File: src/logic/rot_cfg_pkg.sv
// limits are fixed at compile time; the header must fit in the low bits of one input beat
package rot_cfg_pkg;

  // largest supported kernel and image, kernel height is odd
  localparam int KH_MAX     = 7;
  localparam int CIN_MAX    = 64;
  localparam int COLS_MAX   = 32;
  localparam int BLOCKS_MAX = 16;

  localparam int BITS_KH2    = $clog2(KH_MAX / 2 + 1);
  localparam int BITS_KW2    = BITS_KH2;             // kernel width shares the height limit
  localparam int BITS_CIN    = $clog2(CIN_MAX);      // holds cin-1
  localparam int BITS_COLS   = $clog2(COLS_MAX);
  localparam int BITS_BLOCKS = $clog2(BLOCKS_MAX);

  // must hold the beat count kh*cin itself, not just the last address
  localparam int BITS_ADDR = $clog2(KH_MAX * CIN_MAX + 1);

  localparam int HDR_BITS = BITS_KH2 + BITS_KW2 + BITS_CIN + BITS_COLS + BITS_BLOCKS;

  // first beat of a kernel, kh2 in the top bits
  typedef struct packed {
    logic [BITS_KH2-1:0]    kh2;       // kh = 2*kh2+1
    logic [BITS_KW2-1:0]    kw2;
    logic [BITS_CIN-1:0]    cin_1;
    logic [BITS_COLS-1:0]   cols_1;
    logic [BITS_BLOCKS-1:0] blocks_1;
  } rot_hdr_t;

endpackage
File: src/logic/rot_beat_pkg.sv
// flag layout of the output user word; field order is fixed for downstream consumers
package rot_beat_pkg;

  // index of one of the two ping-pong banks
  typedef logic bank_sel_t;

  // position flags that travel with every output weight beat
  typedef struct packed {
    logic [rot_cfg_pkg::BITS_KW2-1:0] kw2;   // copied from the header
    logic is_w_first;        // first beat of column 0
    logic is_cin_last;       // last beat of one kernel pass
    logic is_cols_1_k2;      // column cols-1-kw2
    logic is_top_block;
    logic is_bottom_block;
  } rot_flags_t;

endpackage

File: src/logic/weight_loader.sv
// header beat must not carry i_s_last; a kernel holds at least one weight beat and fits a bank
module weight_loader #(
  parameter int WORD_WIDTH = 8,
  parameter int MEMBERS    = 4
) (
  input  logic                                i_clk,
  input  logic                                i_arst_n,
  input  logic                                i_s_valid,
  output logic                                o_s_ready,
  input  logic [WORD_WIDTH*MEMBERS-1:0]       i_s_data,
  input  logic                                i_s_last,
  output logic                                o_wen,
  output logic [rot_cfg_pkg::BITS_ADDR-1:0]   o_waddr,
  output rot_beat_pkg::bank_sel_t             o_wbank,
  output logic [WORD_WIDTH*MEMBERS-1:0]       o_wdata,
  output rot_cfg_pkg::rot_hdr_t               o_hdr,
  output logic [rot_cfg_pkg::BITS_ADDR-1:0]   o_count,
  output logic                                o_bank_full,
  output rot_beat_pkg::bank_sel_t             o_full_bank,
  input  logic                                i_read_done,
  input  rot_beat_pkg::bank_sel_t             i_done_bank
);
  import rot_cfg_pkg::*;
  import rot_beat_pkg::*;

  typedef enum logic [1:0] {IDLE, GET_HDR, WRITE, SWITCH} wstate_t;

  wstate_t              state, state_next;
  bank_sel_t            wr_bank;           // bank being filled
  bank_sel_t            rd_bank;           // oldest filled bank, next to be replayed
  logic [1:0]           done_write;
  logic [1:0]           done_read;
  rot_hdr_t             hdr_q   [2];
  logic [BITS_ADDR-1:0] count_q [2];
  logic [BITS_ADDR-1:0] wcount;
  logic                 s_fire, hdr_fire, s_last_fire;

  assign o_s_ready   = (state == GET_HDR) || (state == WRITE);
  assign s_fire      = i_s_valid && o_s_ready;
  assign hdr_fire    = s_fire && (state == GET_HDR);
  assign s_last_fire = s_fire && (state == WRITE) && i_s_last;

  always_comb begin
    state_next = state;
    unique case (state)
      IDLE:    if (done_read[wr_bank]) state_next = GET_HDR;   // wait until bank is free
      GET_HDR: if (s_fire)             state_next = WRITE;
      WRITE:   if (s_last_fire)        state_next = SWITCH;
      SWITCH:                          state_next = IDLE;
    endcase
  end

  always_ff @(posedge i_clk or negedge i_arst_n) begin
    if (!i_arst_n) begin
      state      <= IDLE;
      wr_bank    <= 1'b0;
      rd_bank    <= 1'b0;
      done_write <= 2'b00;
      done_read  <= 2'b11;      // both banks start empty
      wcount     <= '0;
    end else begin
      state <= state_next;

      if (state == GET_HDR) wcount <= '0;
      else if (o_wen)       wcount <= wcount + 1'b1;

      // bank filled, hand it over
      if (s_last_fire) begin
        done_write[wr_bank] <= 1'b1;
        done_read[wr_bank]  <= 1'b0;
        wr_bank             <= ~wr_bank;
      end

      // replay finished, bank can be refilled
      if (i_read_done) begin
        done_read[i_done_bank]  <= 1'b1;
        done_write[i_done_bank] <= 1'b0;
        rd_bank                 <= ~i_done_bank;
      end
    end
  end

  // header and length per bank
  always_ff @(posedge i_clk) begin
    if (hdr_fire)    hdr_q[wr_bank]   <= rot_hdr_t'(i_s_data[HDR_BITS-1:0]);
    if (s_last_fire) count_q[wr_bank] <= wcount + 1'b1;
  end

  assign o_wen   = s_fire && (state == WRITE);
  assign o_waddr = wcount;
  assign o_wbank = wr_bank;
  assign o_wdata = i_s_data;

  assign o_bank_full = done_write[rd_bank];
  assign o_full_bank = rd_bank;
  assign o_hdr       = hdr_q[rd_bank];
  assign o_count     = count_q[rd_bank];

endmodule

File: config.mk
export PLATFORM = sky130hd
export DESIGN_NAME = weight_loader
export DESIGN_NICKNAME = d
export VERILOG_FILES = /design/src/logic/rot_cfg_pkg.sv /design/src/logic/rot_beat_pkg.sv /design/src/logic/weight_loader.sv
export SDC_FILE = /design/constraint.sdc
export NUM_CORES = 1
export LEC_CHECK = 0
export ABC_AREA = 1
export BUFFER_PORTS_ARGS = -buffer_cell sky130_fd_sc_hd__buf_4
export CAP_MARGIN = 25
export CORE_UTILIZATION = 55
export CTS_BUF_LIST = sky130_fd_sc_hd__clkbuf_4 sky130_fd_sc_hd__clkbuf_8
export DETAILED_ROUTE_END_ITERATION = 7
export PLACE_DENSITY_LB_ADDON = 0.25
export REMOVE_ABC_BUFFERS = 1
export SETUP_SLACK_MARGIN = 0.1
export SLEW_MARGIN = 20
export SYNTH_ARGS = -nofsm -noshare
export SYNTH_HDL_FRONTEND = slang
export SYNTH_SLANG_ARGS = --single-unit
File: constraint.sdc
create_clock -name i_clk -period 5.7 [get_ports i_clk]
set_input_delay 0.57 -clock i_clk [delete_from_list [all_inputs] [get_ports i_clk]]
set_output_delay 0.57 -clock i_clk [all_outputs]
set_load 0.01 [all_outputs]
# Word level (Yosys, flattened, before mapping)
# Memories as Yosys holds them, arrays and structs flattened.
# Index checks and enable logic that the tools add are counted.
# op_classes
add_sub_neg	1
n_lt_le_gt_ge	5
n_eq_ne	6
n_mux	22
bitwise	8
reduce_logical	10
# ops
op	count
$mux W9	2
$mux W2	7
$mux W1	10
$add A9 B1 Y9 const B	1
$pmux W2 S4	1
$logic_and A1 B1 Y1	6
$lt A1 B2 Y1 const B	3
$ne A2 B2 Y1 const B	3
$and A2 B2 Y2	2
$eq A2 B2 Y1 const B	2
$not A2 Y2	2
$or A2 B2 Y2	2
$reduce_and A3 Y1	1
$demux W1 S1	2
$eq A2 B1 Y1 const B	1
$ge A1 B1 Y1 const B	2
$logic_not A2 Y1	1
$not A1 Y1	2
$reduce_bool A2 Y1	1
$logic_or A1 B1 Y1	1
# word_totals
reg_bits	17
ramBits	56
input_bits	38
output_inout_bits	74
elab_cells	60
memories	2
# mem_list
name	depth	word_bits	rd	rd_clocked_by_memory_dff	wr	line_no	rtl
hdr_q	2	19	1	0	1	weight_loader.sv:33	rot_hdr_t hdr_q [2];
count_q	2	9	1	0	1	weight_loader.sv:34	logic [BITS_ADDR-1:0] count_q [2];

# Logic depth before layout (Yosys ltp)
# depth
word_depth	9
ltp_mapped	8
ltp_nobuf	8

# Least setup slack after synthesis
# No wires, ideal clock.
# synth_path
kind	reg-to-reg
start	register state[1]
end	memory hdr_q[1][0] in the netlist's numbering, enable pin
setup_ns	0.419
arrival_time_ns	2.149
t_required_ns	5.281
path_slack_ns	3.132
stages_incl_launch_ff	5
path_buffers	0
period_less_slack_ns	2.568
path_cell_list	dfrtp_1 inv_1 ha_1 inv_1 nor3_1
# synth_via
elab_chain_len	6
elab_cells_between_ends	7
cone_classes	2 x eq/ne; 2 x mux; 3 x reduce/logical
# synth_lines
element	line_no	rtl
start, declared	weight_loader.sv:28	wstate_t state, state_next;
start signal, assigned	weight_loader.sv:62	state <= state_next;
$eq A2 B1 Y1 / $eq A2 B2 Y1 (equally long branches)	weight_loader.sv:38, weight_loader.sv:40	
$logic_or A1 B1 Y1	weight_loader.sv:38	assign o_s_ready = (state == GET_HDR) || (state == WRITE);
$logic_and A1 B1 Y1	weight_loader.sv:39	assign s_fire = i_s_valid && o_s_ready;
$logic_and A1 B1 Y1 (*)	weight_loader.sv:40	assign hdr_fire = s_fire && (state == GET_HDR);
$mux W1 (*)	weight_loader.sv:85	if (hdr_fire) hdr_q[wr_bank] <= rot_hdr_t'(i_s_data[HDR_BITS-1:0]);
$mux W1 (not written as such) (*)	weight_loader.sv:85	
end, declared	weight_loader.sv:33	
# Every way passes the cells marked *; elsewhere a longest branch is shown, timed or not.

==> reports/metrics.csv <==
stage,metric,value,unit
run_status,status,"complete, no violations",
synthesis,top cell type's share of synthesized area,51.5,%
power_and_ir_drop,peak supply drop,0.000276,V
sta,Final Hold Fails,0,
clock_tree,CTS tree,yes,
sta,period utilisation layout,37.6,%
place,hpwl dp,4300,um
place,Placed Instances,435,
synthesis,Yosys top cell by area,edfxtp_1,
grt,"Remaining Overflow, GRT",0,
sta,setup TNS,0,ps
flow_run,max cap viols,0,
routing,vias per cell,4.92,
synthesis,Yosys cell types,24,
cells_and_area,share of layout cells above drive strength 1,30.5,%
critical_path,Required @ worst endpoint,5130,ps
critical_path,"setup slack, reg-to-reg",3780,ps
critical_path,critical path class,reg -> out,
place,Port Buffer Count,85,
clock_tree,"CTS clk-pin slew, worst paths",70,ps
routing,Final ANT Viol Nets,0,
critical_path,crit-path max FO,29,
critical_path,Critical R2R Launch,state[0]$_DFFE_PN0P_,
routing,drt wl/cell,13.3,um
floorplan,Die Area,6250,um^2
sta,Clock Skew,3.74,ps
clock_tree,H-tree depth,3,
clock_tree,"Hold-fix buffers, CTS",0,
power_and_ir_drop,Pleak,0.00183,uW
cells_and_area,area grow syn2layout,21.4,%
cells_and_area,Non-Filler Instances,452,
routing,final wirelength,6020,um
critical_path,critical path data arrival time,1570,ps
routing,first drt pass iteration count,4,
floorplan,chip height,79.1,um
synthesis,Yosys warning total,0,
grt,vias in the first global route,2086,
floorplan,area of the core,5610,um^2
cells_and_area,# diodes,0,
power_and_ir_drop,power per cell area,351,nW/um^2
critical_path,RR Endpoint,count_q[1][2]$_DFFE_PP_,
clock_tree,clk_lat worst skew,320,ps
floorplan,Rows,27,
sta,Worst-Margin Slew,534,ps
sta,final hold slack,106,ps
clock_tree,post-CTS setup buffers,0,
sta,Slew HR,64.4,%
critical_path,CP startpoint,o_full_bank$_DFFE_PN0P_,
grt,Global Route Usage Sum,20.7,%
grt,pin count of the biggest net entering global routing,33,
critical_path,R2R cell count,6,
critical_path,crit start category,flop,
cells_and_area,final core occ,70.7,%
synthesis,sequential element share of the synthesized area,64.6,%
cells_and_area,Final #Nets,418,
synthesis,synthesized cell area,3270,um^2
hold_path,Hold Path Class,in -> async,
floorplan,initial core utilization,58.3,%
clock_tree,Max Root-Sink Buffers,2,
grt,antenna violations before repair,0,
synthesis,Area contributors post-synth,"edfxtp_1, nand2_1, dfrtp_1",
place,GP Congestion,0.780,
floorplan,chip width,79.1,um
routing,initial drt markers,79,
clock_tree,root buf cell,clkbuf_8,
clock_tree,total CTS buffers,9,
sta,Slew Limit Fails,0,
sta,Tmin final,2140,ps
sta,fmax,467,MHz
routing,DR DRC count,0,
synthesis,Syn Area/Cell,10.4,um^2
routing,DR vias,2223,
floorplan,io pins,112,
sta,RSZ-0062 raised after global routing,no,
critical_path,crit end category,output port,
synthesis,cells after synthesis,314,
synthesis,Yosys reg bits,73,
clock_tree,CTS-repair resized insts,0,
grt,first-pass GRT wire length,9570,um
sta,Final setup viols,0,
clock_tree,Clock Sinks,73,
-- worst max-delay path by stage --
stage                                  to  cells past startpoint
floorplan           hdr_q[1][0]$_DFFE_PP_                      4
global placement               o_count[0]                      4
detailed placement             o_count[1]                      4
CTS                            o_count[1]                      4
global route                   o_count[1]                      4
finish                           o_hdr[1]                      4
-- cell usage after synthesis --
library cell  number
a21oi_1            2
and2_1             4
buf_2              4
buf_4             32
clkbuf_1           2
dfrtp_1           15
dfstp_2            2
edfxtp_1          56
ha_1               5
inv_1             14
inv_2              5
nand2_1          133
nand2_2            1
nand3_1           12
nand4_1            2
nor2_1             9
nor2_2             1
nor2_4             2
nor3_1             2
o21ai_0            1
o21ai_1            4
o21bai_1           2
or2_1              2
xor2_1             2
-- cells in the final DEF (no fill, tap or decap) --
cell type   instances
nor2_1              9
inv_2               5
clkbuf_8            9
dfrtp_1            15
nor2_4              2
edfxtp_1           56
buf_4              87
clkinvlp_4          1
nand2_1           133
nor3_2              2
nor2_2              1
xor2_1              2
o21ai_0             1
inv_1              14
o21bai_1            2
dfstp_2             2
nand4_1             2
or2_1               2
a21oi_1             2
nand2_2             1
ha_1                5
bufinv_16           1
and2_1              4
nand3_1            12
buf_16              1
clkinv_1            1
o21ai_1             4
clkinv_2            4
-- critical path, cell delays in order (launching register included) --
cell and delay [ps]:
dfrtp_1 500, inv_2 420, nand2_1 110, nand2_1 100
buf_4 120
-- metal layers --
layer,routed length [um],global-route usage [%],vias up,share of wire (%)
met5,0,0,-,0
met4,39,7.09,0,0.65
met3,361,5.98,5,6.0
met2,3060,36.3,78,51
met1,2560,24.1,1035,43
li1,-,-,1105,-
-- layout make-up --
class	instances	area (um^2)
timing repair buffer	88	681
sequential	73	2110
clock buffer	9	124
tap	72	90.1
fill	448	1640
inverter	19	71.3
multi-input combinational	184	828
clock inverter	7	61.3
-- through the flow --
step	cell area (um^2)	total power [uW]	setup WS, ps
after global placement	3750	1020	3260
final	3970	1390	3560
after detailed placement	3750	1030	3260
after global routing	3970	1460	3370
after CTS	3940	1400	2910
after floorplan	3000	872	3130
-- state kept, by name, indices dropped and copies added, names as in the netlist --
name and flops:
count_q 18, done_read 2, done_write 2, hdr_q 38
o_full_bank 1, o_waddr 9, o_wbank 1, state 2
-- power breakdown --
| part | internal, uW | leakage [uW] | switching (uW) |
|---|---|---|---|
| logic | 137 | 0.000994 | 207 |
| registers | 648 | 0.000735 | 29.3 |
| clock network | 197 | 0.0000962 | 174 |
-- cell families after synthesis --
logic type | after synthesis | share of synthesized area, %
AND/OR/NAND/NOR | 168 | 21.1
flip-flops | 73 | 64.6
AO/OA/AOI/OAI | 9 | 1.53
adder cells (fa/ha/maj) | 5 | 1.91
XOR/XNOR | 2 | 0.536
buffers and inverters | 57 | 10.4
Note: power is estimated with default switching activity, not from simulation.
