$ cat config.mk
export PLATFORM = sky130hd
export DESIGN_NAME = out_skid
export DESIGN_NICKNAME = d
export VERILOG_FILES = /design/src/logic/rot_cfg_pkg.sv /design/src/logic/rot_beat_pkg.sv /design/src/logic/out_skid.sv
export SDC_FILE = /design/constraint.sdc
export NUM_CORES = 1
export LEC_CHECK = 0
export ABC_AREA = 1
export BUFFER_PORTS_ARGS = -buffer_cell sky130_fd_sc_hd__buf_2
export CORE_ASPECT_RATIO = 1.2
export CORE_MARGIN = 5
export CORE_UTILIZATION = 30
export DETAILED_ROUTE_END_ITERATION = 10
export PLACE_DENSITY = 0.58
export SLEW_MARGIN = 20
export SYNTH_ARGS = -nofsm -noshare
export SYNTH_HDL_FRONTEND = slang
export SYNTH_SLANG_ARGS = --single-unit
$ cat constraint.sdc
create_clock -name i_clk -period 9.8 [get_ports i_clk]
set_clock_uncertainty 0.15 [all_clocks]
set_input_delay 0.98 -clock i_clk [delete_from_list [all_inputs] [get_ports i_clk]]
set_output_delay 0.98 -clock i_clk [all_outputs]
set_load 0.03 [all_outputs]
$ cat src/logic/rot_cfg_pkg.sv
// limits are fixed at compile time; the header must fit in the low bits of one input beat
package rot_cfg_pkg;

  // largest supported kernel and image, kernel height is odd
  localparam int KH_MAX     = 7;
  localparam int CIN_MAX    = 64;
  localparam int COLS_MAX   = 32;
  localparam int BLOCKS_MAX = 16;

  localparam int BITS_KH2    = $clog2(KH_MAX / 2 + 1);
  localparam int BITS_KW2    = BITS_KH2;             // kernel width shares the height limit
  localparam int BITS_CIN    = $clog2(CIN_MAX);      // holds cin-1
  localparam int BITS_COLS   = $clog2(COLS_MAX);
  localparam int BITS_BLOCKS = $clog2(BLOCKS_MAX);

  // must hold the beat count kh*cin itself, not just the last address
  localparam int BITS_ADDR = $clog2(KH_MAX * CIN_MAX + 1);

  localparam int HDR_BITS = BITS_KH2 + BITS_KW2 + BITS_CIN + BITS_COLS + BITS_BLOCKS;

  // first beat of a kernel, kh2 in the top bits
  typedef struct packed {
    logic [BITS_KH2-1:0]    kh2;       // kh = 2*kh2+1
    logic [BITS_KW2-1:0]    kw2;
    logic [BITS_CIN-1:0]    cin_1;
    logic [BITS_COLS-1:0]   cols_1;
    logic [BITS_BLOCKS-1:0] blocks_1;
  } rot_hdr_t;

endpackage
$ cat src/logic/rot_beat_pkg.sv
// flag layout of the output user word; field order is fixed for downstream consumers
package rot_beat_pkg;

  // index of one of the two ping-pong banks
  typedef logic bank_sel_t;

  // position flags that travel with every output weight beat
  typedef struct packed {
    logic [rot_cfg_pkg::BITS_KW2-1:0] kw2;   // copied from the header
    logic is_w_first;        // first beat of column 0
    logic is_cin_last;       // last beat of one kernel pass
    logic is_cols_1_k2;      // column cols-1-kw2
    logic is_top_block;
    logic is_bottom_block;
  } rot_flags_t;

endpackage

$ cat src/logic/out_skid.sv
// the producer may push only while o_space is high plus one beat still in flight
module out_skid #(
  parameter int WORD_WIDTH = 8,
  parameter int MEMBERS    = 4
) (
  input  logic                          i_clk,
  input  logic                          i_arst_n,
  input  logic                          i_valid,
  output logic                          o_space,
  input  logic [WORD_WIDTH*MEMBERS-1:0] i_data,
  input  rot_beat_pkg::rot_flags_t      i_flags,
  input  logic                          i_last,
  output logic                          o_m_valid,
  input  logic                          i_m_ready,
  output logic [WORD_WIDTH*MEMBERS-1:0] o_m_data,
  output rot_beat_pkg::rot_flags_t      o_m_user,
  output logic                          o_m_last
);
  import rot_beat_pkg::*;

  typedef struct packed {
    logic [WORD_WIDTH*MEMBERS-1:0] data;
    rot_flags_t                    user;
    logic                          last;
  } entry_t;

  entry_t     ent [2];     // ent[0] is the head
  entry_t     in_ent;
  logic [1:0] fill;
  logic       push, pop, wr_idx;

  assign in_ent = '{data: i_data, user: i_flags, last: i_last};
  assign push   = i_valid;
  assign pop    = o_m_valid && i_m_ready;
  // slot after a possible pop
  assign wr_idx = fill[1] | (fill[0] & ~pop);

  always_ff @(posedge i_clk or negedge i_arst_n) begin
    if (!i_arst_n) begin
      fill <= 2'd0;
    end else if (push && !pop) begin
      fill <= fill + 2'd1;
    end else if (pop && !push) begin
      fill <= fill - 2'd1;
    end
  end

  // head shifts forward only on pop, so outputs hold under a stall
  always_ff @(posedge i_clk) begin
    if (pop)  ent[0]      <= ent[1];
    if (push) ent[wr_idx] <= in_ent;
  end

  assign o_space   = fill == 2'd0;
  assign o_m_valid = fill != 2'd0;
  assign o_m_data  = ent[0].data;
  assign o_m_user  = ent[0].user;
  assign o_m_last  = ent[0].last;

endmodule

# After elaboration in Yosys (flattened, before gate mapping)
# Memory sizes are Yosys's and may differ from the RTL's.
# Cells that the tools add are included.
[word_totals]
inputBits = 44
mem_bits_rw = 80
out_inout_bits = 42
elab_cells = 21
ff_bits = 2
n_memories = 1
[op_classes]
addsub = 2
reduce_logical = 8
n_bitwise = 3
muxes = 6
[mem_list]
columns = ["name", "depth", "word_bits", "rd", "rd_clocked_by_memory_dff", "wr", "line", "source"]
rows = [
  ["ent", 2, 40, 2, 0, 2, "out_skid.sv:27", "entry_t ent [2];"],
]
[op_table]
columns = ["op", "n"]
rows = [
  ["$mux 1", 4],
  ["$mux 2", 2],
  ["$reduce_bool 2->1", 2],
  ["$logic_and 1x1->1", 3],
  ["$add 2x1->2 const B", 1],
  ["$logic_not 1->1", 2],
  ["$logic_not 2->1", 1],
  ["$sub 2x1->2 const B", 1],
  ["$and 1x1->1", 1],
  ["$not 1->1", 1],
  ["$or 1x1->1", 1],
]

# Longest topological paths before layout
# Gate-level depths: netlist of the first run.
[depth]
ltp_word = 5
ltp_mapped = 9
mapped_depth_nobuf = 9

# Least setup slack after synthesis of the first run
# Ideal clock, no wire load.
[synth_timing]
kind = "in2reg"
startpoint = "input port i_valid"
endpoint = "memory ent[1][0] (netlist bit), enable pin"
cell_stages = 2
slack_ps = 5077
setup_time_ps = 499
t_arrival_ps = 4074
required_time_ps = 9151
path_buffers = 1
cell_sequence = "buf_2 a21boi_0"
[synth_lines]
columns = ["element", "line", "source"]
rows = [
  ["start, declared", "out_skid.sv:8", "input logic i_valid,"],
  ["end, declared", "out_skid.sv:27", ""],
]

==> run_results.csv, run 1 <==
group,metric,value,unit
finish,post-route-util,38.14,%
critical_path,cp_max_fo,42,
clock_tree,htreeDepth,3,
route,drc_errors,0,
sta,worst_pin_slew,0.9661,ns
synthesis,synth_area_leaders,"edfxtp_1, nand2_1, nand4_1",
critical_path,crit_path_max_incr_delay,1.06,ns
floorplan,start_util,30.53,%
floorplan,core_area,0.01052,mm2
synthesis,synth.most_common_cell,"nand2_1",
synthesis,synth.distinct_cells,16,
sta,hold_violations,0,
sta,fin_crit_sh,39.88,%
critical_path,cp-end-kind,"flip-flop",
sta,rsz0062_at_grt,"false",
global_route,grt_max_degree,44,
clock_tree,cts-resized-gates,0,
route,vias,2046,
finish,nFillCells,1020,
critical_path,path_class,"in2reg",
synthesis,ys_seq_elements,82,
route,firstDrtPassIters,4,
floorplan,boundaryPins,86,
clock_tree,clock-root-buffer,"clkbuf_16",
placement,port_buffers,85,
clock_tree,cts_buffers,9,
global_route,gr-total-overflow,0,
power_and_ir_drop,power.density,326.5,mW/mm2
floorplan,fp.dieH,123.3,um
global_route,antenna_found_initial,0,
critical_path,cp.arrival,3.71,ns
job,drv_cap,0,
floorplan,die_w,104.4,um
power_and_ir_drop,ir_drop,0.1702,mV
synthesis,synth_top_cell_by_area,"edfxtp_1",
sta,whs,0.2699,ns
finish,num-nets-final,364,
synthesis,synth_flop_cell,"edfxtp_1",
placement,place_hpwl,4637,um
route,drt-wirelength-per-cell,15.54,um
power_and_ir_drop,leakagePower,0.001689,uW
global_route,grt_pass1_vias,2075,
clock_tree,clock_sinks,82,
route,ant_nets,0,
clock_tree,cts_hold_buf,0,
global_route,track_usage,11.21,%
synthesis,synth_nets,284,
synthesis,synthesis.area_per_instance,13.43,um2
synthesis,synthCells,239,
clock_tree,clk_pin_slew,0.06,ns
floorplan,num_rows,41,
clock_tree,cts_buffer_depth,2,
synthesis,async_flop_share,2.439,%
critical_path,required,9.60,ns
sta,fin_crit,3.909,ns
sta,slew_violations,0,
critical_path,cpMostUsedCell,"nand2_2",
route,wirelength,7039,um
finish,area_delta_synth_final,24.94,%
finish,drive_gt1_share,32.41,%
route,drt-initial-drc-count,77,
min_path,hp-class,"in2async",
synthesis,yosysSeqAreaShare,76.38,%
sta,relSlewSlack,35.37,%
synthesis,synth_common_cells,"nand2_1, edfxtp_1, nand4_1",
sta,finalSetupViolations,0,
synthesis,netlist_area,0.003211,mm2
power_and_ir_drop,total_power,1310,uW
placement,placed_cell_area,0.003716,mm2
critical_path,crit_path_start_kind,"input port",
floorplan,dieArea,0.01288,mm2
synthesis,yosys_warnings,0,
clock_tree,insertion_delay,0.33,ns
placement,place_congestion,0.6433,
sta,max_freq,255.8,MHz
finish,num_antenna_cells,0,
route,via_per_inst,4.517,
critical_path,cpMaxStageDelayCell,"nand2_2",
finish,design_area,0.004011,mm2
synthesis,synth_top_area_share,74.82,%
critical_path,path_cells,"buf_2 > inv_1 > nand2_2 > nand3_2 > nand2_2",
clock_tree,cts_tree,"built",
synthesis,synth_edf_count,80,
clock_tree,post_cts_buffers,0,
sta,tns,0,ns
global_route,grt_pass1_wl,11020,um
run_status,status,"complete, no violations",
## cells by family (layout without fill, tap and decap cells)
family | after synthesis | count (layout) | share of synthesized area [%]
flip-flops | 82 | 82 | 76.38
XOR/XNOR | 1 | 1 | 0.2728
adder cells (fa/ha/maj) | 1 | 1 | 0.3896
buffers and inverters | 23 | 108 | 3.897
AND/OR/NAND/NOR | 131 | 131 | 18.82
AO/OA/AOI/OAI | 1 | 1 | 0.2339
## cells in the final DEF (no fill, tap or decap), drive strengths merged, types with 2 or more instances in the layout
master and instances:
dfrtp 2, inv 6, clkinvlp 2, buf 86, clkbuf 9, nand2 87, clkinv 4, nand3 2
edfxtp 80, nand4 41
## area by class of cell
type / instances / area, um2 / area share, %
Clock inverter: 7 / 70.07 / 1.747
Tap cell: 129 / 161.4 / 4.024
Multi-Input combinational cell: 134 / 646.9 / 16.13
Clock buffer: 9 / 225.2 / 5.614
Inverter: 6 / 22.52 / 0.5614
Timing Repair Buffer: 86 / 432.9 / 10.79
Sequential cell: 82 / 2452 / 61.14
## registers in the layout, indices dropped and copies added, names as in the netlist
signal,count
ent,80
fill,2
## worst max-delay path, delay by kind of cell
kind | cells | cell delay (ns)
buffers and inverters | 2 | 0.13
AND/OR/NAND/NOR | 3 | 2.56
## per-stage QoR
step                      setup WS (ns)  instances
after floorplan                   5.077        239
after global placement            5.602        437
after detailed placement          5.485        437
after CTS                         5.839        453
after global routing              5.618        453
final                             5.891        453
## power by group
part	switching (uW)	internal, uW
registers	28.1	532
clock network	134	196
logic	324	94.8
## metal layers
| layer | part of all wire (%) | up-vias | track usage (%) |
|---|---|---|---|
| li1 | - | 1036 | - |
| met1 | 41 | 944 | 12.29 |
| met2 | 49 | 59 | 18.90 |
| met3 | 8.3 | 7 | 4.804 |
| met4 | 1.7 | 0 | 5.101 |
| met5 | 0 | - | 0 |
## worst paths after layout
| check | startpoint | slack (ns) | end | cells past startpoint |
|---|---|---|---|---|
| worst min-delay path | i_arst_n | 0.27 | fill[1] | 1 |
| max in group asynchronous | i_arst_n | 9.13 | fill[0] | 1 |
| worst min register to register | ent[1][13] | 0.36 | ent[0][13] | 2 |
| min in group i_clk | ent[1][13] | 0.36 | ent[0][13] | 2 |
| worst max-delay path | i_m_ready | 5.89 | ent[0][3] | 5 |
| worst max register to register | fill[0] | 6.21 | ent[0][3] | 3 |
(Power assumes the default switching activity.)
==> run 2: changes to the inputs <==
==> constraint.sdc (replaced) <==
create_clock -name i_clk -period 3.77 [get_ports i_clk]
set_clock_uncertainty 0.15 [all_clocks]
set_input_delay 0.377 -clock i_clk [delete_from_list [all_inputs] [get_ports i_clk]]
set_output_delay 0.377 -clock i_clk [all_outputs]
set_load 0.03 [all_outputs]
==> run 2 against run 1 <==
Sequential power increased to 2.6 times the previous value. Sequential share of layout area increased by 0.35 points. Routed wire length decreased by 8.2%. Final cell count increased by 0.22%. Sequential cell count unchanged. Final area decreased by 0.56%. Worst setup slack got worse by 4.5 ns. Combinational power increased to 2.6 times the previous value. First-iteration DRC count increased by 62%. Highest routed layer unchanged.
==> run_results.csv, run 2 (same netlist as run 1, synthesis figures left out) <==
group,metric,value,unit
floorplan,boundaryPins,86,
critical_path,crit_path_max_incr_delay,0.76,ns
critical_path,path_cells,"nand2_2 > a21boi_4 > buf_4",
sta,worst_pin_slew,0.9144,ns
clock_tree,cts_tree,"built",
route,wirelength,6462,um
placement,place_congestion,0.6617,
power_and_ir_drop,combPwrFrac,33.1,%
global_route,busiest_layer,"met2",
job,drv_cap,0,
clock_tree,cts_buffers,9,
global_route,grt_max_degree,44,
finish,num_antenna_cells,0,
critical_path,cp_max_fo,24,
global_route,grt_pass1_vias,2148,
sta,final.setup.worst_slack,1.372,ns
sta,finalSetupViolations,0,
power_and_ir_drop,power_switching,1199,uW
finish,largest_register,"ent",
route,via_per_inst,4.518,
global_route,met2_usage,17.83,%
floorplan,die_w,104.4,um
sta,rsz0062_at_grt,"false",
floorplan,start_util,30.53,%
route,vias,2051,
min_path,hp-class,"in2reg",
finish,largestRegisters,"ent: 80 flops, fill: 2 flops",
sta,tns,0,ns
placement,place_ws,1.244,ns
route,firstDrtPassIters,4,
critical_path,required,3.63,ns
route,drc_errors,0,
floorplan,dieArea,0.01288,mm2
sta,relSlewSlack,38.82,%
finish,largest_reg_flops,80,
sta,fin_crit_sh,63.60,%
floorplan,num_rows,41,
sta,slew_violations,0,
sta,fin_crit,2.398,ns
finish,area_delta_synth_final,24.24,%
global_route,antenna_found_initial,0,
clock_tree,insertion_delay,0.32,ns
power_and_ir_drop,swShare,36.72,%
critical_path,cp.arrival,2.26,ns
clock_tree,htreeDepth,3,
sta,hold_violations,0,
critical_path,rr_startpoint,"fill[0]",
route,drt-initial-drc-count,125,
global_route,track_usage,10.51,%
power_and_ir_drop,clkPwrFrac,22.2,%
route,ant_nets,0,
finish,drive_gt1_share,31.69,%
floorplan,core_area,0.01052,mm2
sta,whs,0.09540,ns
clock_tree,clk_pin_slew,0.06,ns
run_status,status,"complete, no violations",
critical_path,cp-end-kind,"flip-flop",
clock_tree,clock_sinks,82,
power_and_ir_drop,p_int,2067,uW
global_route,grtUsageMet3,4.230,%
finish,num-nets-final,368,
power_and_ir_drop,power.density,818.8,mW/mm2
finish,post-route-util,37.93,%
min_path,min_from,"i_flags[2]",
clock_tree,cts-resized-gates,0,
placement,port_buffers,85,
finish,final_cell_mix,"nand2_1, buf_2, edfxtp_1, nand4_1, clkbuf_16",
power_and_ir_drop,leakagePower,0.001687,uW
floorplan,fp.dieH,123.3,um
clock_tree,clock-root-buffer,"clkbuf_16",
power_and_ir_drop,ir_drop,0.4631,mV
route,drt-wirelength-per-cell,14.23,um
global_route,grt_pass1_wl,10520,um
critical_path,crit_path_start_kind,"flip-flop",
clock_tree,cts_buffer_depth,2,
global_route,gr-total-overflow,0,
power_and_ir_drop,p_seq_share,44.7,%
placement,place_hpwl,4415,um
sta,max_freq,417.0,MHz
critical_path,path_class,"reg2reg",
critical_path,critPathLaunch,"fill[0]",
global_route,met1_usage,11.69,%
critical_path,cpMaxStageDelayCell,"a21boi_4",
-- run 2: worst paths after layout --
kind,to,cells past startpoint,slack [ns]
min reg2reg,ent[0][9],2,0.35
max,ent[1][20],3,1.37
min,ent[1][3],1,0.1
max reg2reg,ent[1][20],3,1.37
min in group asynchronous,fill[1],2,0.20
max in group asynchronous,fill[0],2,3.17
-- run 2: through the flow --
step	power, uW	cells	cell area, um2
6_report	3266	454	3989
5_1_grt	3467	454	3989
4_1_cts	3328	454	3989
3_5_place_dp	2586	440	3739
3_3_place_gp	2560	440	3739
2_1_floorplan	2282	239	3211
-- run 2: worst max-delay path, delay by kind of cell (launching register included) --
kind | cells | cell delay [ns]
AO/OA/AOI/OAI | 1 | 0.76
flip-flops | 1 | 0.43
buffers and inverters | 1 | 0.39
AND/OR/NAND/NOR | 1 | 0.32
-- run 2: layer usage --
layer  vias to the layer above  share of wire [%]
li1                       1040                  -
met1                       944                 41
met2                        62                 52
met3                         5                6.1
met4                         0               0.90
met5                         -                  0
-- run 2: repair_timing --
action / 4_1_cts / 5_1_grt
setup buffers: 0 / 0
endpoints found under the hold margin: 2 / 0
hold buffers: 1 / 0
-- run 2: area by class of cell --
type                    count  area [um2]
multi-input cells         134       646.9
inverters                   6       22.52
repair buffers             90       465.4
flip-flops and latches     82        2452
clock buffers              11       232.7
clock inverters             2       7.507
fillers                  1046        6528
well taps                 129       161.4
-- run 2: power groups by stage --
stage	logic, uW	clock network, uW	registers (uW)
6_report	1080	726	1460
5_1_grt	1190	792	1490
4_1_cts	1110	755	1460
3_5_place_dp	1110	0	1480
3_3_place_gp	1090	0	1470
2_1_floorplan	432	0	1850
