$ cat src/logic/rot_cfg_pkg.sv
// limits are fixed at compile time; the header must fit in the low bits of one input beat
package rot_cfg_pkg;

  // largest supported kernel and image, kernel height is odd
  localparam int KH_MAX     = 7;
  localparam int CIN_MAX    = 64;
  localparam int COLS_MAX   = 32;
  localparam int BLOCKS_MAX = 16;

  localparam int BITS_KH2    = $clog2(KH_MAX / 2 + 1);
  localparam int BITS_KW2    = BITS_KH2;             // kernel width shares the height limit
  localparam int BITS_CIN    = $clog2(CIN_MAX);      // holds cin-1
  localparam int BITS_COLS   = $clog2(COLS_MAX);
  localparam int BITS_BLOCKS = $clog2(BLOCKS_MAX);

  // must hold the beat count kh*cin itself, not just the last address
  localparam int BITS_ADDR = $clog2(KH_MAX * CIN_MAX + 1);

  localparam int HDR_BITS = BITS_KH2 + BITS_KW2 + BITS_CIN + BITS_COLS + BITS_BLOCKS;

  // first beat of a kernel, kh2 in the top bits
  typedef struct packed {
    logic [BITS_KH2-1:0]    kh2;       // kh = 2*kh2+1
    logic [BITS_KW2-1:0]    kw2;
    logic [BITS_CIN-1:0]    cin_1;
    logic [BITS_COLS-1:0]   cols_1;
    logic [BITS_BLOCKS-1:0] blocks_1;
  } rot_hdr_t;

endpackage
$ cat src/logic/rot_beat_pkg.sv
// flag layout of the output user word; field order is fixed for downstream consumers
package rot_beat_pkg;

  // index of one of the two ping-pong banks
  typedef logic bank_sel_t;

  // position flags that travel with every output weight beat
  typedef struct packed {
    logic [rot_cfg_pkg::BITS_KW2-1:0] kw2;   // copied from the header
    logic is_w_first;        // first beat of column 0
    logic is_cin_last;       // last beat of one kernel pass
    logic is_cols_1_k2;      // column cols-1-kw2
    logic is_top_block;
    logic is_bottom_block;
  } rot_flags_t;

endpackage

$ cat src/logic/rotation_sequencer.sv
// header fields are trusted as given; i_count must equal kh*cin of the latched header
module rotation_sequencer (
  input  logic                              i_clk,
  input  logic                              i_arst_n,
  input  logic                              i_bank_full,
  input  rot_beat_pkg::bank_sel_t           i_full_bank,
  input  rot_cfg_pkg::rot_hdr_t             i_hdr,
  input  logic [rot_cfg_pkg::BITS_ADDR-1:0] i_count,
  output logic                              o_ren,
  output rot_beat_pkg::bank_sel_t           o_rbank,
  output logic [rot_cfg_pkg::BITS_ADDR-1:0] o_raddr,
  input  logic                              i_space,
  output logic                              o_flags_valid,
  output rot_beat_pkg::rot_flags_t          o_flags,
  output logic                              o_last,
  output logic                              o_read_done,
  output rot_beat_pkg::bank_sel_t           o_done_bank
);
  import rot_cfg_pkg::*;
  import rot_beat_pkg::*;

  localparam int BITS_KH = BITS_KH2 + 1;

  typedef enum logic [1:0] {IDLE, READ, SWITCH} rstate_t;

  rstate_t                state;
  rot_hdr_t               hdr;
  logic [BITS_ADDR-1:0]   count, raddr;
  logic [BITS_KH-1:0]     kh_1, cnt_kh;
  logic [BITS_CIN-1:0]    cnt_cin;
  logic [BITS_COLS-1:0]   cnt_cols;
  logic [BITS_BLOCKS-1:0] cnt_blocks;
  logic                   last_kh, last_cin, last_cols, last_blocks, last_all;
  logic                   start, rd_fire;
  rot_flags_t             flags;

  assign start    = (state == IDLE) && i_bank_full;
  assign rd_fire  = (state == READ) && i_space;     // paced by the output buffer
  assign kh_1     = {hdr.kh2, 1'b0};
  assign last_all = last_kh && last_cin && last_cols && last_blocks;

  always_ff @(posedge i_clk or negedge i_arst_n) begin
    if (!i_arst_n) begin
      state   <= IDLE;
      o_rbank <= 1'b0;
    end else begin
      unique case (state)
        IDLE: begin
          if (i_bank_full) begin
            state   <= READ;
            o_rbank <= i_full_bank;
          end
        end
        READ:    if (rd_fire && last_all) state <= SWITCH;
        SWITCH:  state <= IDLE;
        default: state <= IDLE;
      endcase
    end
  end

  always_ff @(posedge i_clk) begin
    if (start) begin
      hdr   <= i_hdr;
      count <= i_count;
    end
  end

  // nested down-counters kh -> cin -> cols -> blocks
  // each last bit is registered, so it is valid in the same cycle as its count
  always_ff @(posedge i_clk or negedge i_arst_n) begin
    if (!i_arst_n) begin
      raddr       <= '0;
      cnt_kh      <= '0;
      cnt_cin     <= '0;
      cnt_cols    <= '0;
      cnt_blocks  <= '0;
      last_kh     <= 1'b0;
      last_cin    <= 1'b0;
      last_cols   <= 1'b0;
      last_blocks <= 1'b0;
    end else if (start) begin
      raddr       <= '0;
      cnt_kh      <= {i_hdr.kh2, 1'b0};
      last_kh     <= i_hdr.kh2 == '0;
      cnt_cin     <= i_hdr.cin_1;
      last_cin    <= i_hdr.cin_1 == '0;
      cnt_cols    <= i_hdr.cols_1;
      last_cols   <= i_hdr.cols_1 == '0;
      cnt_blocks  <= i_hdr.blocks_1;
      last_blocks <= i_hdr.blocks_1 == '0;
    end else if (rd_fire) begin
      raddr   <= (raddr == count - 1'b1) ? '0 : raddr + 1'b1;   // wraps per column pass
      cnt_kh  <= last_kh ? kh_1 : cnt_kh - 1'b1;
      last_kh <= last_kh ? (hdr.kh2 == '0) : (cnt_kh == BITS_KH'(1));
      if (last_kh) begin
        cnt_cin  <= last_cin ? hdr.cin_1 : cnt_cin - 1'b1;
        last_cin <= last_cin ? (hdr.cin_1 == '0) : (cnt_cin == BITS_CIN'(1));
        if (last_cin) begin
          cnt_cols  <= last_cols ? hdr.cols_1 : cnt_cols - 1'b1;
          last_cols <= last_cols ? (hdr.cols_1 == '0) : (cnt_cols == BITS_COLS'(1));
          if (last_cols) begin
            cnt_blocks  <= last_blocks ? hdr.blocks_1 : cnt_blocks - 1'b1;
            last_blocks <= last_blocks ? (hdr.blocks_1 == '0)
                                       : (cnt_blocks == BITS_BLOCKS'(1));
          end
        end
      end
    end
  end

  always_comb begin
    flags.kw2             = hdr.kw2;
    flags.is_w_first      = (cnt_cols == hdr.cols_1) && (cnt_cin == hdr.cin_1) &&
                            (cnt_kh == kh_1);
    flags.is_cin_last     = last_kh && last_cin;
    // cnt_cols counts down, so c = cols-1-kw2 means cnt_cols == kw2
    flags.is_cols_1_k2    = cnt_cols == BITS_COLS'(hdr.kw2);
    flags.is_top_block    = cnt_blocks == hdr.blocks_1;
    flags.is_bottom_block = last_blocks;
  end

  // align flags with the bank read latency
  always_ff @(posedge i_clk or negedge i_arst_n) begin
    if (!i_arst_n) o_flags_valid <= 1'b0;
    else           o_flags_valid <= rd_fire;
  end

  always_ff @(posedge i_clk) begin
    if (rd_fire) begin
      o_flags <= flags;
      o_last  <= last_all;
    end
  end

  assign o_ren       = rd_fire;
  assign o_raddr     = raddr;
  assign o_read_done = state == SWITCH;   // last read already left the bank
  assign o_done_bank = o_rbank;

endmodule

$ cat config.mk
export PLATFORM = sky130hd
export DESIGN_NAME = rotation_sequencer
export DESIGN_NICKNAME = d
export VERILOG_FILES = /design/src/logic/rot_cfg_pkg.sv /design/src/logic/rot_beat_pkg.sv /design/src/logic/rotation_sequencer.sv
export SDC_FILE = /design/constraint.sdc
export NUM_CORES = 1
export LEC_CHECK = 0
export BUFFER_PORTS_ARGS = -buffer_cell sky130_fd_sc_hd__clkbuf_2
export CORE_MARGIN = 2
export CORE_UTILIZATION = 45
export DETAILED_ROUTE_END_ITERATION = 8
export PLACE_DENSITY = 0.67
export SYNTH_ARGS = -nofsm -noshare
export SYNTH_HDL_FRONTEND = slang
export SYNTH_SLANG_ARGS = --single-unit
$ cat constraint.sdc
create_clock -name i_clk -period 2.9 [get_ports i_clk]
set_clock_uncertainty 0.1 [all_clocks]
set_input_delay 0 -clock i_clk [delete_from_list [all_inputs] [get_ports i_clk]]
set_output_delay 0 -clock i_clk [all_outputs]
set_load 0.01 [all_outputs]
# == Word-level counts from Yosys, hierarchy flattened ==
# Index checks and enable logic that the tools add are counted.
# totals
regBits,71
inputBits,33
output_inout_bits,22
word_cells,113
# op_classes
n_addsub,6
eq_ne,14
muxes,42
reduce_logical,26
# ops
op,count
$mux 9,3
$mux 5,5
$mux 4,6
$mux 6,4
$mux 1,18
$logic_not 6->1,2
$logic_not 5->1,2
$add 9x1->9 const B,1
$eq 9x9->1,1
$mux 3,3
$sub 9x1->9 const B,1
$logic_and 1x1->1,8
$logic_not 4->1,2
$reduce_bool 2->1,4
$eq 6x1->1 const B,1
$eq 6x6->1,1
$logic_not 2->1,3
$reduce_and 2->1,3
$sub 6x1->6 const B,1
$eq 5x1->1 const B,1
$eq 5x2->1,1
$eq 5x5->1,1
$sub 5x1->5 const B,1
$eq 4x1->1 const B,1
other kinds (13),14

# == Longest topological paths before layout ==
# Gate-level depths: netlist of run 1.
# depth
word_depth,7
ltp_mapped,10
depth_no_buf,9

# == Worst setup path before layout of run 1 ==
# OpenSTA, ideal clock, no wires.
# synth_path
path_kind,reg2reg
start,register state[0]
end,"register count[0], enable pin"
setup_ps,402
arrival_ps,1811
required_time_ps,2398
slack_ps,586
path_stages_with_launch,5
path_buffers,1
period_less_slack_ps,2314
cell_sequence,dfrtp_1 > nor2_1 > nand2_1 > inv_1 > clkbuf_1
# synth_via
elab_chain_cells,2
# synth_rtl
element,line,source
start: declaration,rotation_sequencer.sv:26,rstate_t state;
start signal: assignment,rotation_sequencer.sv:44,state <= IDLE;
start signal: assignment,rotation_sequencer.sv:50,state <= READ;
start signal: assignment,rotation_sequencer.sv:54,READ: if (rd_fire && last_all) state <= SWITCH;
$logic_not 2->1,rotation_sequencer.sv:37,assign start = (state == IDLE) && i_bank_full;
$logic_and 1x1->1,rotation_sequencer.sv:37,
named net start,rotation_sequencer.sv:34,"logic start, rd_fire;"
end signal: assignment,rotation_sequencer.sv:64,count <= i_count;
end: declaration,rotation_sequencer.sv:28,"logic [BITS_ADDR-1:0] count, raddr;"
# The timed path passes the listed nets, and every way through them passes these cells.
# A chain may end at the register's enable or synchronous reset.

# == Final worst setup path of run 1 ==
# layout_path
start,register count[0]
end,"register raddr[7], in the netlist o_raddr[7]"
# layout_via
elab_chain_cells,5
# layout_rtl
element,line,source
$sub 9x1->9,rotation_sequencer.sv:92,raddr <= (raddr == count - 1'b1) ? '0 : raddr + 1'b1;
$eq 9x9->1,rotation_sequencer.sv:92,
$mux 9,rotation_sequencer.sv:92,
$mux 9,rotation_sequencer.sv:91,end else if (rd_fire) begin
$mux 9,rotation_sequencer.sv:81,end else if (start) begin
end signal: assignment,rotation_sequencer.sv:92,
end: declaration,rotation_sequencer.sv:28,
# Every way passes these cells. The select of a mux whose other input is x is not followed.

==> key figures, run 1 <==
Synth
  – Cell taking the most area after synthesis: edfxtp_1
  – Ys async rst share: 49.3%
  – Most used flip-flop cell after synthesis: edfxtp_1
  – Flops & latches, synth: 71
  – Post-synth EDFFs: 36
  – Post-synth top area share: 28.5%
  – Mapped Area: 3790 sq um
  – Synth unique cells: 54
  – Syn Inst Count: about 370
  – Net count after synthesis: 415
  – Syn avg cell area: 10.2 sq um
  – Register area share after synthesis: around half
  – Top post-synthesis cells by area: edfxtp_1 29%, dfrtp_1 23%, xnor2_1 5.5%, nor2_1 4.2%, xor2_1 3.5%
  – Synth warn: 0

STA
  – Final min period: ~2700 ps
  – Final setup vio count: 0
  – Final Slew Violations: 0
  – RSZ-0062 raised after global routing: no
  – Slew @ Worst Pin: between 900 and 1000 ps
  – Crit share post-route: 91.7%
  – Fmax: roughly 0.38 GHz
  – Setup TNS Final: 0 ps
  – Hold WS: 226 ps
  – Fin. Hold Viols: 0
  – Worst Slack Setup Final: 240 ps
  – Rel. slew slack: 38.5%

Routing
  – Final ANT Viol Nets: 0
  – Avg WL per Cell: between 10 and 15 microns
  – Detailed Route Iter0 Violations: 102
  – Routed length on met3: about 370 microns
  – Via count: 3,042
  – Via density: about 5.4
  – Drt drc: 0
  – DRT Pass-1 Iters: 4
  – Drt total wl: between 8000 and 9000 microns
  – Top sig layer: met4
  – M1 wire length: 3860 microns
  – DR WL met2: 4090 microns

Clock tree
  – CTS Sinks: 71
  – CTS tree: yes
  – Num CTS Buffers: 9
  – H-tree depth: 3
  – Setup bufs post-CTS: 0
  – Latest clock arrival within the worst-skew pair: 340 ps
  – CTS max path bufs: 2
  – Root buffer cell: clkbuf_8
  – Worst-path clk slew: roughly 70 ps

Global route
  – GRT Resource Usage Total: 19.5%
  – Initial antenna violation count: 0
  – Vias in the first global route: 2,986
  – Largest net degree at the start of global routing: 52
  – Total grt overflow: 0
  – First-pass GRT wire length: 13,800 microns

Cells and area
  – Commonest cells after routing, fill and taps aside: 54 x clkbuf_2, 42 x nor2_1, 36 x edfxtp_1, 35 x dfrtp_1, 33 x nand2_1
  – Layout area overhead: 22.2%
  – Layout Cells excl Fill: 567
  – Fin nets: 500
  – Final Instance Area: 4640 sq um
  – Fill count: 706
  – Layout cells sized above 1: 18.2%
  – Post-layout util: 56.7%
  – Most common cell after layout, fill and taps aside: clkbuf_2
  – # diodes: 0

Place
  – Placed cell areas: 4150 sq um
  – Post-DP HPWL: around 5600 microns
  – Placed cells: 519
  – Place WS: roughly 320 ps
  – I/O Buffers: 54
  – Placer congestion estimate: 0.809

Setup path
  – Critical path capture point type: flop
  – CP startpoint kind: flop
  – Arr. time, crit path: 2790 ps
  – Crit path kind: reg -> reg
  – Crit Path Max Fanout: 15
  – Critical Path RT: 3030 ps

Power
  – Total power: 3.11 mW
  – Max VDD drop: 0.311 mV
  – Leak: 1.89 nW
  – PwrDens: approximately 670 nW/um^2

Worst hold path
  – Hold Crit Class: in -> async

Run status
  – Status: complete, no violations

Die
  – Core outline area: 8180 sq um
  – Die W: 95.8 microns
  – # IOs: between 50 and 60
  – Die Y: 95.8 microns
  – Die area: 9180 sq um
  – Row cnt: 33
  – Initial Util: 46.4%

Job
  – Max-cap violations: 0
==> power breakdown <==
part	total, mW	internal (mW)	switching, mW	leakage, nW
Sequential	1.51	1.23	0.279	0.766
Clock	0.677	0.335	0.342	0.0817
Combinational	0.929	0.491	0.438	1.05
Total	3.11	2.05	1.06	1.89
==> per-layer routing <==
layer  track usage [%]  vias up
met2              33.1       83
met3              4.23       12
met4              5.95        0
met1              25.1     1447
met5                 0        -
li1                  -     1500
==> logic make-up (layout without fill, tap and decap cells) <==
| group | after synthesis | after routing | share of synthesized area (%) |
|---|---|---|---|
| xor+xnor | 39 | 39 | 9.01 |
| compound gates | 78 | 78 | 13.6 |
| mux | 6 | 6 | 1.65 |
| fa+ha+maj | 10 | 10 | 3.30 |
| buf+inv | 34 | 124 | 3.73 |
| flops | 71 | 71 | 51.6 |
| simple gates | 134 | 134 | 17.1 |
==> Yosys cell counts (all sizes together), types with 2 or more instances <==
cell type and number:
a21o 4, a21oi 24, a221o 3, a22o 4, a22oi 2, a31oi 6, and2 3, buf 5
clkbuf 12, dfrtp 35, edfxtp 36, ha 10, inv 17, mux2 2, mux2i 4, nand2 33
nand2b 2, nand3 11, nand3b 4, nand4 5, nor2 42, nor2b 3, nor3 13, nor3b 2
nor4 6, nor4b 2, o211ai 4, o21ai 18, o22ai 2, or3 3, or4 2, xnor2 24
xor2 15
==> registers in the layout, indices dropped and copies added (netlist names), 3 cells and up <==
name        count
hdr            17
count           9
o_raddr         9
o_flags         7
cnt_cin         6
cnt_cols        5
cnt_blocks      4
cnt_kh          3
==> cell type report <==
class	instances	area [sq um]	area share (%)
well taps	105	131	2.83
multi-input cells	267	1690	36.5
repair buffers	91	628	13.5
inverters	17	63.8	1.38
clock buffers	15	156	3.37
flip-flops and latches	71	1960	42.2
clock inverters	1	5.00	0.108
==> path summary, 6_finish.rpt <==
kind	startpoint	end	slack, ps	cells after the start
max	count[0]	o_raddr[7]	240	9
min	i_arst_n	o_raddr[3]	230	2
max reg2reg	count[0]	o_raddr[7]	240	9
min reg2reg	flags[5]	o_flags[5]	390	0
max in group asynchronous	i_arst_n	cnt_cin[5]	1890	2
min in group i_clk	i_hdr[16]	flags[6]	270	2
==> critical path: stages, from the launching register on <==
cell and delay [ps]:
edfxtp_1 450, inv_1 70, ha_1 280, nor4b_1 330, nand2_1 80, a2111oi_0 410
o32a_1 230, a21oi_2 170, a21o_2 240, a22o_2 200
==> repair_timing <==
action	4_1_cts	5_1_grt
resized for setup	0	0
hold endpoints to repair	86	0
hold buffers	32	0
setup endpoints to repair	0	0
No activity file was read; power rests on OpenSTA's default activity.
==> run 2, diff against run 1 <==
Settings changed: PLACE_DENSITY 0.67 to 0.77.
==> run 2 against run 1 <==
Net effect: non-clock buffer count down 1; first-iteration DRC count up 36%; register-to-register slack better by 20 ps; wire length down 2.7%; worst hold slack better by 2.8 ps; die area unchanged; sequential power about the same; critical path depth down 2; critical endpoint is now o_raddr[2].
==> key figures, run 2 (synthesized netlist as in run 1, its figures left out) <==
Run status
  – Status: complete, no violations

Setup path
  – Arr. time, crit path: approximately 2800 ps
  – CP startpoint kind: flop
  – Critical path capture point type: flop
  – Worst r2r src: count[3]
  – Worst path top cell family by delay: compound AO/OA/AOI/OAI gates
  – RR Endpoint: o_raddr[2]
  – FF-to-FF setup slack: 260 ps
  – Worst R2R Path Depth: 7
  – Crit path kind: reg -> reg
  – Worst Path Buf+Inv: 0
  – Critical Path RT: 3060 ps
  – CP cell instances: or3_1 -> and3_4 -> o221a_1 -> o32a_1 -> a21oi_2 -> a21oi_1 -> mux2i_1
  – CP peak stage delay: 540 ps
  – Crit Path Max Fanout: 15
  – CP max-delay cell: a21oi_2

Cells and area
  – Fin nets: 499
  – Commonest cells after routing, fill and taps aside: 54 x clkbuf_2, 42 x nor2_1, 36 x edfxtp_1, 35 x dfrtp_1, 33 x nand2_1
  – Final Instance Area: between 4000 and 5000 sq um
  – Layout cells sized above 1: roughly a fifth
  – Largest register by flop count: hdr
  – Layout Cells excl Fill: between 500 and 600
  – # diodes: 0
  – Layout area overhead: 23.2%
  – Max reg flops: 17
  – Post-layout util: 57.2%
  – Most common cell after layout, fill and taps aside: clkbuf_2

Clock tree
  – Latest clock arrival within the worst-skew pair: 350 ps
  – Num CTS Buffers: 9
  – Root buffer cell: clkbuf_8
  – Setup bufs post-CTS: 0
  – Worst-path clk slew: about 70 ps
  – CTS tree: yes
  – CTS Sinks: a little over 70
  – H-tree depth: 3
  – CTS max path bufs: 2

Routing
  – Detailed Route Iter0 Violations: 139
  – Via density: 5.46
  – Final ANT Viol Nets: 0
  – Via count: 3,088
  – DRT Pass-1 Iters: 5
  – Avg WL per Cell: 14.5 microns
  – Drt total wl: 8220 microns
  – Drt drc: 0

STA
  – Fmax: 0.379 GHz
  – Fin. Hold Viols: 0
  – Slew @ Worst Pin: just over 900 ps
  – Rel. slew slack: 37.9%
  – Setup TNS Final: 0 ps
  – Final setup vio count: 0
  – Crit share post-route: 90.9%
  – Final min period: roughly 2600 ps
  – RSZ-0062 raised after global routing: no
  – Final Slew Violations: 0

Place
  – I/O Buffers: 54
  – Post-DP HPWL: about 5600 microns
  – Placed cells: 518
  – Placed cell areas: 4150 sq um
  – Placer congestion estimate: 0.856

Worst hold path
  – Hold Crit Class: in -> async

Global route
  – First-pass GRT wire length: 13,600 microns
  – Initial antenna violation count: 0
  – Largest net degree at the start of global routing: 52
  – GRT Resource Usage Total: about a fifth
  – Vias in the first global route: between 2,000 and 3,000
  – Total grt overflow: 0

Power
  – Gate power share: 28.5%
  – PwrDens: 694 nW/um^2
  – Leak: ~1.9 nW
  – Clock group share of total power: 25.1%
  – Max VDD drop: 0.278 mV
  – Net Sw Frac: 33.9%
  – NetSw: 1.10 mW
  – Reg power frac: 46.4%
  – Internal Dissipation: approximately 2.1 mW

Die
  – Core outline area: roughly 8200 sq um
  – Die Y: 95.8 microns
  – Initial Util: 46.4%
  – Die area: 9180 sq um
  – # IOs: 55
  – Row cnt: 33
  – Die W: 95.8 microns

Job
  – Max-cap violations: 0
==> run 2: cell types whose count changed in the layout (fill, tap and decap cells not counted), sizes merged <==
cell / change
buf: -1
inv: +2
clkinvlp: +1
clkinv: +1
clkbuf: -5
bufinv: +1
==> run 2: area by class of cell <==
cell class | instances | area (sq um)
inverter | 17 | 63.8
clock inverter | 6 | 67.6
tap | 105 | 131
clock buffer | 10 | 138
timing repair buffer | 90 | 621
fill | 722 | 3500
multi-input combinational | 267 | 1700
sequential | 71 | 1960
==> run 2: power by group through the flow <==
stage / clock (mW) / sequential [mW] / combinational (mW)
3_3_place_gp: 0 / 1.51 / 0.862
5_1_grt: 0.875 / 1.54 / 1.05
2_1_floorplan: 0 / 1.41 / 0.767
3_5_place_dp: 0 / 1.52 / 0.889
6_report: 0.815 / 1.50 / 0.923
4_1_cts: 0.840 / 1.50 / 0.929
==> run 2: routing by layer <==
layer / vias up / track usage (%) / wire length (microns)
li1: 1496 / - / -
met5: - / 0 / 0
met3: 7 / 5.79 / 524
met1: 1485 / 24.3 / 3630
met4: 0 / 8.10 / 78
met2: 100 / 31.6 / 3990
==> run 2: worst max path at each step <==
stage                         from         end  slack (ps)  cells after the start
after detailed placement  count[0]  o_raddr[7]         290                      9
final                     count[3]  o_raddr[2]         260                      7
after CTS                 count[0]  o_raddr[7]         240                      9
after floorplan           state[0]    count[0]         590                      4
after global placement    count[0]  o_raddr[7]         370                      9
after global routing      count[0]  o_raddr[7]          60                      9
==> run 2: stage by stage <==
step / worst slack [ps] / total power [mW] / hold WS, ps
after floorplan: 586 / 2.18 / -396
after global placement: 374 / 2.37 / 79.4
after detailed placement: 290 / 2.41 / 78.6
after CTS: 245 / 3.27 / 245
after global routing: 57.2 / 3.46 / 246
final: 264 / 3.24 / 229
==> run 2: repair_timing <==
action | CTS | global route
hold buffers | 32 | 0
resized for setup | 0 | 1
hold endpoints to repair | 86 | 0
setup endpoints to repair | 0 | 1
==> run 2: worst reg2reg max path: cells and delay by family (launching register included) <==
family | cells | cell delay (ps)
multiplexers | 1 | 170
AND/OR/NAND/NOR | 2 | 720
flip-flops | 1 | 470
AO/OA/AOI/OAI | 4 | 1100
==> run 3, diff against run 2 <==
Settings changed: CTS_BUF_LIST set to sky130_fd_sc_hd__clkbuf_16, CTS_CLUSTER_SIZE set to 30, GPL_ROUTABILITY_DRIVEN set to 1.
==> run 3 against run 2 <==
Net effect: worst setup slack better by 16 ps; critical endpoint is now o_raddr[7]; highest routed layer unchanged; critical path type unchanged; register-to-register slack better by 20 ps; combinational power about the same.
==> key figures, run 3 (synthesized netlist as in run 1, its figures left out) <==
STA
  – Fmax: 0.382 GHz
  – Setup TNS Final: 0 ps
  – Final Slew Violations: 0
  – Final setup vio count: 0
  – RSZ-0062 raised after global routing: no
  – Slew @ Worst Pin: between 900 and 1000 ps
  – Rel. slew slack: 38.8%
  – Worst Slack Setup Final: 281 ps
  – Crit share post-route: 90.3%
  – Fin. Hold Viols: 0
  – Final min period: 2620 ps

Place
  – Placed cell areas: 4150 sq um
  – Post-DP HPWL: 5590 microns
  – Placer congestion estimate: 0.856
  – Place WS: between 200 and 300 ps
  – I/O Buffers: 54

Clock tree
  – Latest clock arrival within the worst-skew pair: 330 ps
  – Num CTS Buffers: 9
  – H-tree depth: 3
  – CTS Sinks: 71
  – Worst-path clk slew: 60 ps
  – CTS tree: yes
  – Root buffer cell: clkbuf_16
  – CTS max path bufs: 2
  – Setup bufs post-CTS: 0

Cells and area
  – Fill count: 707
  – Layout cells sized above 1: roughly a fifth
  – Largest register by flop count: hdr
  – Footprint of the multi-input gates: about 1700 sq um
  – Max reg flops: 17
  – Layout area overhead: 25.6%
  – Storage element area: 1960 sq um
  – # diodes: 0
  – Most common cell after layout, fill and taps aside: clkbuf_2
  – Fin nets: 499
  – Post-layout util: 58.3%
  – Final Instance Area: 4760 sq um
  – Commonest cells after routing, fill and taps aside: 54 x clkbuf_2, 42 x nor2_1, 36 x edfxtp_1, 35 x dfrtp_1, 33 x nand2_1

Setup path
  – Worst Path Buf+Inv: 1
  – CP startpoint kind: flop
  – CP max-delay cell: edfxtp_1
  – Arr. time, crit path: 2740 ps
  – Worst path top cell family by delay: compound AO/OA/AOI/OAI gates
  – CP cell instances: inv_1 -> ha_1 -> nor4b_1 -> nand2_1 -> a2111oi_1 -> o32a_1 -> a21oi_2 -> a21o_2 -> a22o_2
  – Crit Path Max Fanout: 15
  – CP peak stage delay: about 440 ps
  – Critical path capture point type: flop
  – Crit path kind: reg -> reg
  – Critical Path RT: 3020 ps

Global route
  – Total grt overflow: 0
  – Initial antenna violation count: 0
  – Vias in the first global route: 2,995
  – Largest net degree at the start of global routing: 52
  – First-pass GRT wire length: around 14,000 microns
  – GRT Resource Usage Total: 19.5%

Job
  – Max-cap violations: 0

Die
  – # IOs: 55
  – Core outline area: 8180 sq um
  – Row cnt: 33
  – Die area: 9180 sq um
  – Die W: 95.8 microns
  – Die Y: 95.8 microns
  – Initial Util: 46.4%

Power
  – Max VDD drop: 0.318 mV
  – Leak: 1.95 nW
  – PwrDens: 740 nW/um^2
  – Total power: 3.53 mW

Routing
  – DRT Pass-1 Iters: 4
  – Via count: a little over 3,000
  – Final ANT Viol Nets: 0
  – Drt drc: 0
  – Detailed Route Iter0 Violations: about 130
  – Avg WL per Cell: 14.6 microns
  – Drt total wl: 8270 microns
  – Via density: 5.45

Worst hold path
  – Hold Crit Class: in -> async

Run status
  – Status: complete, no violations
run 3: cell types whose count changed in the layout (fill, tap and decap cells not counted), sizes merged:
cell    previous run  this run
clkbuf            64        63
clkinv             3         4
run 3: worst reg2reg max path, cell delays in order (launching register included):
cell       delay [ps]
edfxtp_1          440
inv_1              70
ha_1              280
nor4b_1           330
nand2_1           100
a2111oi_1         380
o32a_1            220
a21oi_2           160
a21o_2            240
a22o_2            200
run 3: report_power, final:
group / switching (mW) / internal [mW]
Clock: 0.429 / 0.667
Sequential: 0.280 / 1.23
Combinational: 0.432 / 0.491
Total: 1.14 / 2.39
run 3: worst paths after layout:
| path | depth (start not counted) | from | to | slack [ps] |
|---|---|---|---|---|
| min | 2 | i_arst_n | cnt_blocks[2] | 250 |
| max | 9 | count[0] | o_raddr[7] | 280 |
| min in group i_clk | 2 | i_hdr[16] | flags[6] | 280 |
| max reg2reg | 9 | count[0] | o_raddr[7] | 280 |
| min reg2reg | 0 | flags[6] | o_flags[6] | 380 |
| max in group asynchronous | 2 | i_arst_n | state[1] | 1890 |
run 3: repair_timing:
action	CTS	global route
hold endpoints to repair	85	0
hold buffers	32	0
setup endpoints to repair	0	1
gates resized for setup	0	1
run 3: per-layer routing:
metal | GRT usage (%) | part of all wire [%]
met1 | 25.0 | 45
met2 | 31.9 | 48
met3 | 4.39 | 6.1
met4 | 8.45 | 1.3
met5 | 0 | 0
run 3: area by class of cell:
cell class	count	area share, %
flip-flops and latches	71	41.1
multi-input cells	267	35.6
repair buffers	90	13.0
clock buffers	9	4.73
well taps	105	2.76
clock inverters	7	1.50
inverters	17	1.34
run 3: stage by stage:
stage	hold slack [ps]	instances
2_1_floorplan	-396	372
5_1_grt	282	566
3_5_place_dp	78.6	518
4_1_cts	272	566
3_3_place_gp	79.4	518
6_report	246	566
